## src/predict_config.svh

```systemverilog
//////////////////////////////
// Branch predictor sizing
// PC width, tag range and table index widths
//////////////////////////////

`ifndef PREDICT_CONFIG_SVH
`define PREDICT_CONFIG_SVH

// Instruction address width
`define PC_WIDTH 32

// Byte offset bits below the word boundary
// Never part of index or tag
`define PC_OFFSET_BITS 2

// Top PC bit seen by either table
`define PC_HIGH_BIT 15

// Index width for 16 target buffer sets
`define BTB_INDEX_BITS 4

// Index width for 64 direction counters
`define BHT_INDEX_BITS 6

`endif

```

## src/fetch_pkg.sv

```systemverilog
//////////////////////////////
// Fetch address types
// PC, index and tag slices shared by the predictor tables
//////////////////////////////

`include "predict_config.svh"

package fetch_pkg;

   typedef logic [`PC_WIDTH-1:0] pc_t;
   typedef logic [`BTB_INDEX_BITS-1:0] btb_index_t;
   typedef logic [`PC_HIGH_BIT-`BTB_INDEX_BITS-`PC_OFFSET_BITS:0] btb_tag_t;
   typedef logic [`BHT_INDEX_BITS-1:0] bht_index_t;

   // Set index sits right above the word offset
   function automatic btb_index_t btb_index_of(pc_t pc);
      return pc[`BTB_INDEX_BITS+`PC_OFFSET_BITS-1:`PC_OFFSET_BITS];
   endfunction

   // Tag is the rest up to the top PC bit
   function automatic btb_tag_t btb_tag_of(pc_t pc);
      return pc[`PC_HIGH_BIT:`BTB_INDEX_BITS+`PC_OFFSET_BITS];
   endfunction

   function automatic bht_index_t bht_index_of(pc_t pc);
      return pc[`BHT_INDEX_BITS+`PC_OFFSET_BITS-1:`PC_OFFSET_BITS];
   endfunction

endpackage

```

## src/predict_pkg.sv

```systemverilog
//////////////////////////////
// Prediction state types
// Direction counter and way number
//////////////////////////////

package predict_pkg;

   // Top bit of the counter is the taken prediction
   typedef enum logic [1:0] {
      strong_not_taken = 2'b00,
      weak_not_taken   = 2'b01,
      weak_taken       = 2'b10,
      strong_taken     = 2'b11
   } counter_t;

   typedef enum logic {
      way_0 = 1'b0,
      way_1 = 1'b1
   } way_t;

   // One step toward the resolved direction, saturating at both ends
   function automatic counter_t counter_step(counter_t count, logic taken);
      if (taken) begin
         return (count == strong_taken) ? strong_taken : counter_t'(count + 2'd1);
      end
      return (count == strong_not_taken) ? strong_not_taken : counter_t'(count - 2'd1);
   endfunction

   function automatic way_t other_way(way_t way);
      return (way == way_0) ? way_1 : way_0;
   endfunction

endpackage

```

## src/branch_target_buffer.sv

```systemverilog
//////////////////////////////
// Branch target buffer
// Two-way tagged target store, LRU per set, two write ports
//////////////////////////////

`timescale 1ns/1ps

`include "predict_config.svh"

module branch_target_buffer (
   input  logic           clock,
   input  logic           reset,
   input  logic           lookup_en,
   input  fetch_pkg::pc_t lookup_pc,
   input  logic           write_en_0,
   input  fetch_pkg::pc_t write_pc_0,
   input  fetch_pkg::pc_t write_target_0,
   input  logic           write_en_1,
   input  fetch_pkg::pc_t write_pc_1,
   input  fetch_pkg::pc_t write_target_1,
   output logic           hit,
   output fetch_pkg::pc_t target
);

   localparam int SETS = 1 << `BTB_INDEX_BITS;

   // Storage, indexed [way][set]
   logic                valid   [2][SETS];
   fetch_pkg::btb_tag_t tags    [2][SETS];
   fetch_pkg::pc_t      targets [2][SETS];

   // LRU names the way to evict next
   predict_pkg::way_t lru      [SETS];
   predict_pkg::way_t lru_next [SETS];

   fetch_pkg::btb_index_t lookup_index;
   fetch_pkg::btb_tag_t   lookup_tag;
   logic [1:0]            lookup_match;

   // Write ports gathered for looping
   logic                  wr_accept [2];
   fetch_pkg::btb_index_t wr_index  [2];
   fetch_pkg::btb_tag_t   wr_tag    [2];
   fetch_pkg::pc_t        wr_target [2];
   predict_pkg::way_t     wr_way    [2];

   //////////////////////////////
   // Lookup
   //////////////////////////////

   assign lookup_index = fetch_pkg::btb_index_of(lookup_pc);
   assign lookup_tag   = fetch_pkg::btb_tag_of(lookup_pc);

   always_comb begin
      for (int w = 0; w < 2; w++) begin
         lookup_match[w] = lookup_en && valid[w][lookup_index] &&
                           (tags[w][lookup_index] == lookup_tag);
      end
   end

   assign hit    = |lookup_match;
   assign target = lookup_match[0] ? targets[0][lookup_index] :
                   lookup_match[1] ? targets[1][lookup_index] : '0;

   //////////////////////////////
   // Write way selection
   //////////////////////////////

   assign wr_index[0]  = fetch_pkg::btb_index_of(write_pc_0);
   assign wr_index[1]  = fetch_pkg::btb_index_of(write_pc_1);
   assign wr_tag[0]    = fetch_pkg::btb_tag_of(write_pc_0);
   assign wr_tag[1]    = fetch_pkg::btb_tag_of(write_pc_1);
   assign wr_target[0] = write_target_0;
   assign wr_target[1] = write_target_1;

   // Port 0 owns the set when both ports land on it
   assign wr_accept[0] = write_en_0;
   assign wr_accept[1] = write_en_1 && !(write_en_0 && (wr_index[1] == wr_index[0]));

   // Matching way first, then a free way, then the LRU victim
   always_comb begin
      for (int p = 0; p < 2; p++) begin
         if (valid[0][wr_index[p]] && (tags[0][wr_index[p]] == wr_tag[p])) begin
            wr_way[p] = predict_pkg::way_0;
         end else if (valid[1][wr_index[p]] && (tags[1][wr_index[p]] == wr_tag[p])) begin
            wr_way[p] = predict_pkg::way_1;
         end else if (!valid[0][wr_index[p]]) begin
            wr_way[p] = predict_pkg::way_0;
         end else if (!valid[1][wr_index[p]]) begin
            wr_way[p] = predict_pkg::way_1;
         end else begin
            wr_way[p] = lru[wr_index[p]];
         end
      end
   end

   // Lookup hit first, writes after so they win on a shared set
   always_comb begin
      lru_next = lru;
      if (lookup_match[0]) begin
         lru_next[lookup_index] = predict_pkg::way_1;
      end else if (lookup_match[1]) begin
         lru_next[lookup_index] = predict_pkg::way_0;
      end
      for (int p = 0; p < 2; p++) begin
         if (wr_accept[p]) begin
            lru_next[wr_index[p]] = predict_pkg::other_way(wr_way[p]);
         end
      end
   end

   //////////////////////////////
   // State
   //////////////////////////////

   always_ff @(posedge clock) begin
      if (reset) begin
         for (int s = 0; s < SETS; s++) begin
            valid[0][s] <= 1'b0;
            valid[1][s] <= 1'b0;
            lru[s]      <= predict_pkg::way_0;
         end
      end else begin
         lru <= lru_next;
         for (int p = 0; p < 2; p++) begin
            if (wr_accept[p]) begin
               valid[wr_way[p]][wr_index[p]] <= 1'b1;
            end
         end
      end
   end

   always_ff @(posedge clock) begin
      for (int p = 0; p < 2; p++) begin
         if (wr_accept[p]) begin
            tags[wr_way[p]][wr_index[p]]    <= wr_tag[p];
            targets[wr_way[p]][wr_index[p]] <= wr_target[p];
         end
      end
   end

endmodule

```

## src/direction_table.sv

```systemverilog
//////////////////////////////
// Direction table
// Direct-mapped 2-bit saturating counters
//////////////////////////////

`timescale 1ns/1ps

`include "predict_config.svh"

module direction_table (
   input  logic           clock,
   input  logic           reset,
   input  logic           lookup_en,
   input  fetch_pkg::pc_t lookup_pc,
   input  logic           update_en_0,
   input  fetch_pkg::pc_t update_pc_0,
   input  logic           update_taken_0,
   input  logic           update_en_1,
   input  fetch_pkg::pc_t update_pc_1,
   input  logic           update_taken_1,
   output logic           taken
);

   localparam int ENTRIES = 1 << `BHT_INDEX_BITS;

   predict_pkg::counter_t counters [ENTRIES];

   fetch_pkg::bht_index_t lookup_index;
   fetch_pkg::bht_index_t update_index_0;
   fetch_pkg::bht_index_t update_index_1;
   logic                  accept_1;

   assign lookup_index   = fetch_pkg::bht_index_of(lookup_pc);
   assign update_index_0 = fetch_pkg::bht_index_of(update_pc_0);
   assign update_index_1 = fetch_pkg::bht_index_of(update_pc_1);

   // Prediction is the counter's top bit
   assign taken = lookup_en && counters[lookup_index][1];

   // Port 1 drops out when port 0 trains the same counter
   assign accept_1 = update_en_1 && !(update_en_0 && (update_index_1 == update_index_0));

   always_ff @(posedge clock) begin
      if (reset) begin
         for (int i = 0; i < ENTRIES; i++) begin
            counters[i] <= predict_pkg::weak_not_taken;
         end
      end else begin
         if (update_en_0) begin
            counters[update_index_0] <=
               predict_pkg::counter_step(counters[update_index_0], update_taken_0);
         end
         if (accept_1) begin
            counters[update_index_1] <=
               predict_pkg::counter_step(counters[update_index_1], update_taken_1);
         end
      end
   end

endmodule

```

## src/next_pc_select.sv

```systemverilog
//////////////////////////////
// Next PC select
// Picks the buffer target or the fall-through address
//////////////////////////////

`timescale 1ns/1ps

module next_pc_select (
   input  fetch_pkg::pc_t lookup_pc,
   input  logic           hit,
   input  fetch_pkg::pc_t target,
   input  logic           taken,
   output fetch_pkg::pc_t predicted_pc,
   output logic           predicted_taken,
   output logic           target_hit
);

   // One instruction is four bytes
   localparam fetch_pkg::pc_t INSTR_BYTES = fetch_pkg::pc_t'(4);

   fetch_pkg::pc_t fall_through;

   assign fall_through = lookup_pc + INSTR_BYTES;

   // Redirect needs both a known target and a taken counter
   assign predicted_taken = hit && taken;
   assign predicted_pc    = predicted_taken ? target : fall_through;

   assign target_hit = hit;

endmodule

```

## src/branch_predictor.sv

```systemverilog
//////////////////////////////
// Branch predictor top
// Target buffer and direction table feeding the next PC select
//////////////////////////////

`timescale 1ns/1ps

module branch_predictor (
   input  logic           clock,
   input  logic           reset,
   input  logic           lookup_en,
   input  fetch_pkg::pc_t lookup_pc,
   input  logic           update_en_0,
   input  fetch_pkg::pc_t update_pc_0,
   input  fetch_pkg::pc_t update_target_0,
   input  logic           update_taken_0,
   input  logic           update_en_1,
   input  fetch_pkg::pc_t update_pc_1,
   input  fetch_pkg::pc_t update_target_1,
   input  logic           update_taken_1,
   output fetch_pkg::pc_t predicted_pc,
   output logic           predicted_taken,
   output logic           target_hit
);

   logic           btb_hit;
   fetch_pkg::pc_t btb_target;
   logic           bht_taken;

   // Every resolved branch records its target
   branch_target_buffer btb (
      .clock          (clock),
      .reset          (reset),
      .lookup_en      (lookup_en),
      .lookup_pc      (lookup_pc),
      .write_en_0     (update_en_0),
      .write_pc_0     (update_pc_0),
      .write_target_0 (update_target_0),
      .write_en_1     (update_en_1),
      .write_pc_1     (update_pc_1),
      .write_target_1 (update_target_1),
      .hit            (btb_hit),
      .target         (btb_target)
   );

   direction_table bht (
      .clock          (clock),
      .reset          (reset),
      .lookup_en      (lookup_en),
      .lookup_pc      (lookup_pc),
      .update_en_0    (update_en_0),
      .update_pc_0    (update_pc_0),
      .update_taken_0 (update_taken_0),
      .update_en_1    (update_en_1),
      .update_pc_1    (update_pc_1),
      .update_taken_1 (update_taken_1),
      .taken          (bht_taken)
   );

   next_pc_select select (
      .lookup_pc       (lookup_pc),
      .hit             (btb_hit),
      .target          (btb_target),
      .taken           (bht_taken),
      .predicted_pc    (predicted_pc),
      .predicted_taken (predicted_taken),
      .target_hit      (target_hit)
   );

endmodule

```

## config.mk

```make
export PLATFORM = sky130hd
export DESIGN_NAME = branch_predictor
export DESIGN_NICKNAME = d
export VERILOG_FILES = /design/src/fetch_pkg.sv /design/src/predict_pkg.sv /design/src/branch_target_buffer.sv /design/src/direction_table.sv /design/src/next_pc_select.sv /design/src/branch_predictor.sv
export VERILOG_INCLUDE_DIRS = /design/src
export SDC_FILE = /design/constraint.sdc
export NUM_CORES = 2
export LEC_CHECK = 0
export BUFFER_PORTS_ARGS = -buffer_cell sky130_fd_sc_hd__buf_2
export CORE_UTILIZATION = 55
export DETAILED_ROUTE_END_ITERATION = 16
export GPL_TIMING_DRIVEN = 0
export PLACE_DENSITY = 0.79
export SYNTH_ARGS = -nofsm -noshare
export SYNTH_HDL_FRONTEND = slang
export SYNTH_HIERARCHICAL = 1
export SYNTH_SLANG_ARGS = --single-unit
```

## constraint.sdc

```tcl
create_clock -name clock -period 15.1 [get_ports clock]
set_input_delay 3.775 -clock clock [delete_from_list [all_inputs] [get_ports clock]]
set_output_delay 3.775 -clock clock [all_outputs]
set_load 0.02 [all_outputs]
```

==> results.cfg <==
[synthesis]
synth_top_area_frac = 0.488
synth_top_area_cell = edfxtp_1
synth_edf_count = 1472
yosys-top-cells-area = edfxtp_1 (49%), mux4_2 (14%), mux2_2 (14%), mux2i_1 (2.5%), mux2_4 (2.2%)
syn_area_um2 = 90500
ys_seq_area_frac = 0.499
syn_area_per_cell_um2 = 14.3
yosys_warnings = 6
syn-num-nets = 6519
ys_ff_latch = 1520
netlist-cell-type-count = 100
async_flop_share = 0
synth_top_flop_cell = edfxtp_1
syn_inst = 6351

[floorplan]
core_um2 = 163000
rows = 148
dieArea_um2 = 166000
pin_count = 201
die_x_um = 408
die_h_um = 408
initial_core_util = 0.555

[grt]
grt_use_total = 0.527
grt_max_degree = 37
first_global_vias = 68000
grt_pass1_wl_um = 588000
overflow = 0
antenna_found_initial = 48

[flow_run]
maxCapViolations = 12

[final_layout]
nFillCells = 12100
drive_above_1_share = 0.387
areaGrowthSynthToFinish_pct = 11.7
multiInputGateArea_um2 = 41500
final_area_um2 = 101000
utilization = 0.619
nNetsFinal = 6900
regArea_um2 = 45200

[timing]
hold_violations = 0
setup_viol = 6
worst_pin_slew_ns = 1.69
final.min_clock_period_ns = 15.28
skew_ns = 0.0682
fmax_mhz = 65.4
finalCritPeriodShare = 1.01
worst_slack_ns = -0.184
rsz0062_at_grt = false
slew_viol_final = 107
relSlewSlack = -0.128

[critical_path]
crit_buf_inv = 9
crit_path_frequent_cell = buf_2
cp-start-kind = input port
worstPathMaxFanout = 10
cp.required_ns = 11.32
criticalPathCategory = input port to output port
endpoint_kind = output port
cp_top_family = buffers and inverters
crit_path_cell_trace = buf_2 -> buf_4 -> buf_6 -> buf_2 -> buf_2 -> buf_2 -> mux4_2 -> xor2_1 -> mux2i_1 -> a2111oi_0 -> nand4_1 -> buf_2 -> clkbuf_1 -> nor2b_1 -> mux2_2 -> nand2_1 -> nand2_1 -> buf_2
worst_path_largest_cell_delay_ns = 0.75
crit_path_top_delay_cell = a2111oi_0
critical_path_arrival_ns = 11.51

[drt]
drc = 0
vias = 71400
avgRoutedWirePerCell_um = 49.0
drtIter0Drc = 13300
vias_per_cell = 7.87
wl_um = 445000
ant_nets = 0
dr.pass1.iters = 7

[min_path]
worstHoldPathType = flip-flop to flip-flop

[clock_network]
numClockSinks = 1520
clockRootBuffer = clkbuf_16
h-tree-depth = 4
cts.reportedPaths.clkPinSlew_ns = 0.06
ctsHoldBuffers = 0
clk-insertion-delay-late_ns = 0.91
post_cts_resized = 0
cts_buffers = 164
clock_path_buffers = 3
cts_setup_buffers = 0
cts_tree = built

[power]
total_power_mw = 10.4
leakage_nw = 33.9
peakVddDrop_v = 0.000151
p_per_area_nw_per_um2 = 103

[placement]
gp_congestion = 1.09
numPortBuffers = 158
post_dp_cell_area_um2 = 95600
hpwlAfterDp_um = 313000

[outcome]
status = complete, but fails checks
violations = max-capacitance violations, max-slew violations, negative setup slack
==> placed cells by master, fill, tap and decap left out, types with 166 or more instances in the layout <==
master,synthesis,routed
mux2i_1,229,229
clkbuf_1,401,433
buf_2,157,319
mux4_2,567,567
edfxtp_1,1472,1472
clkbuf_16,0,166
nand2_1,414,412
nor2_1,223,217
mux2_2,1098,1098
o21ai_0,242,232
==> worst paths after layout <==
kind         slack, ns                  end  depth (start not counted)        startpoint
max              -0.18      predicted_pc[3]                         18      lookup_pc[3]
max reg2reg       8.65  btb/targets[1][133]                         12  btb/tags[1][112]
min reg2reg       0.50      btb/valid[1][1]                          2   btb/valid[1][1]
min               0.50      btb/valid[1][1]                          2   btb/valid[1][1]
==> cell type report <==
type,instances,share of cell area
Buffer,768,0.0381
Tap cell,2175,0.0269
Clock inverter,95,0.0103
Antenna cell,34,0.000842
Clock buffer,203,0.0425
Timing Repair Buffer,215,0.0210
Sequential cell,1520,0.447
Inverter,58,0.00230
Multi-Input combinational cell,4005,0.411
==> cell families (layout without fill, tap and decap cells) <==
logic type | count (synthesis) | count (layout) | synth area share
other | 0 | 34 | 0
DFF | 1520 | 1520 | 0.499
adders and majority gates | 5 | 5 | 0.000622
xor gates and xnor gates | 93 | 93 | 0.00900
AOI/OAI and AO/OA | 793 | 793 | 0.0606
and+or+nand+nor | 1052 | 1052 | 0.0565
muxes | 2062 | 2062 | 0.329
buffers and inverters | 826 | 1339 | 0.0448
==> worst register-to-register path, cell delays in order (launching register included) <==
cell	delay [ns]
edfxtp_1	0.54
mux2_2	0.35
nand2b_1	0.14
a31oi_1	0.60
o211ai_1	0.37
a2111o_1	0.54
o41ai_2	0.54
buf_4	0.32
nand4_1	0.84
clkbuf_1	0.74
o21ai_4	0.60
buf_12	0.31
buf_12	0.25
==> report_power, final <==
group | internal (mW) | total, mW | switching (mW)
Combinational | 0.522 | 1.49 | 0.964
Sequential | 4.70 | 4.73 | 0.0345
Clock | 2.28 | 4.17 | 1.90
==> metal layers <==
| metal | track usage | vias to the layer above | wire [um] |
|---|---|---|---|
| li1 | - | 25900 | - |
| met1 | 0.646 | 35500 | 147000 |
| met2 | 0.729 | 7831 | 182000 |
| met3 | 0.228 | 2126 | 72800 |
| met4 | 0.406 | 34 | 42800 |
| met5 | 0.0167 | - | 594 |
==> stage by stage <==
| step | setup WS, ns | TNS (ns) | hold slack (ns) | std cells |
|---|---|---|---|---|
| 6_report | -0.184 | -0.545 | 0.496 | 9073 |
| 5_1_grt | 0.144 | 0 | 0.519 | 9048 |
| 4_1_cts | 0.234 | 0 | 0.488 | 9037 |
| 3_5_place_dp | 0.213 | 0 | 0.480 | 8739 |
| 3_3_place_gp | -3.35 | -1168.11 | 0.472 | 8684 |
| 2_1_floorplan | 3.89 | 0 | 0.442 | 6351 |
==> cell usage after synthesis (all sizes together) (28+ instances only) <==
cell type and count:
a21oi 83, or3 67, a221oi 28, and3 28
o32ai 60, mux2i 229, xor2 28, nor2 225
dfxtp 48, xnor2 65, o21ai 245, nand2b 36
mux4 567, nand3 72, o22ai 47, inv 50
nand2 414, clkbuf 404, nor2b 66, edfxtp 1472
nand4 28, mux2 1266, buf 364, a22oi 106
==> flip-flops by register name, indices dropped and copies added, names as in the netlist <==
name	count
bht/counters	128
btb/lru	16
btb/tags	320
btb/targets	1024
btb/valid	32
Note: power is estimated with default switching activity, not from simulation.
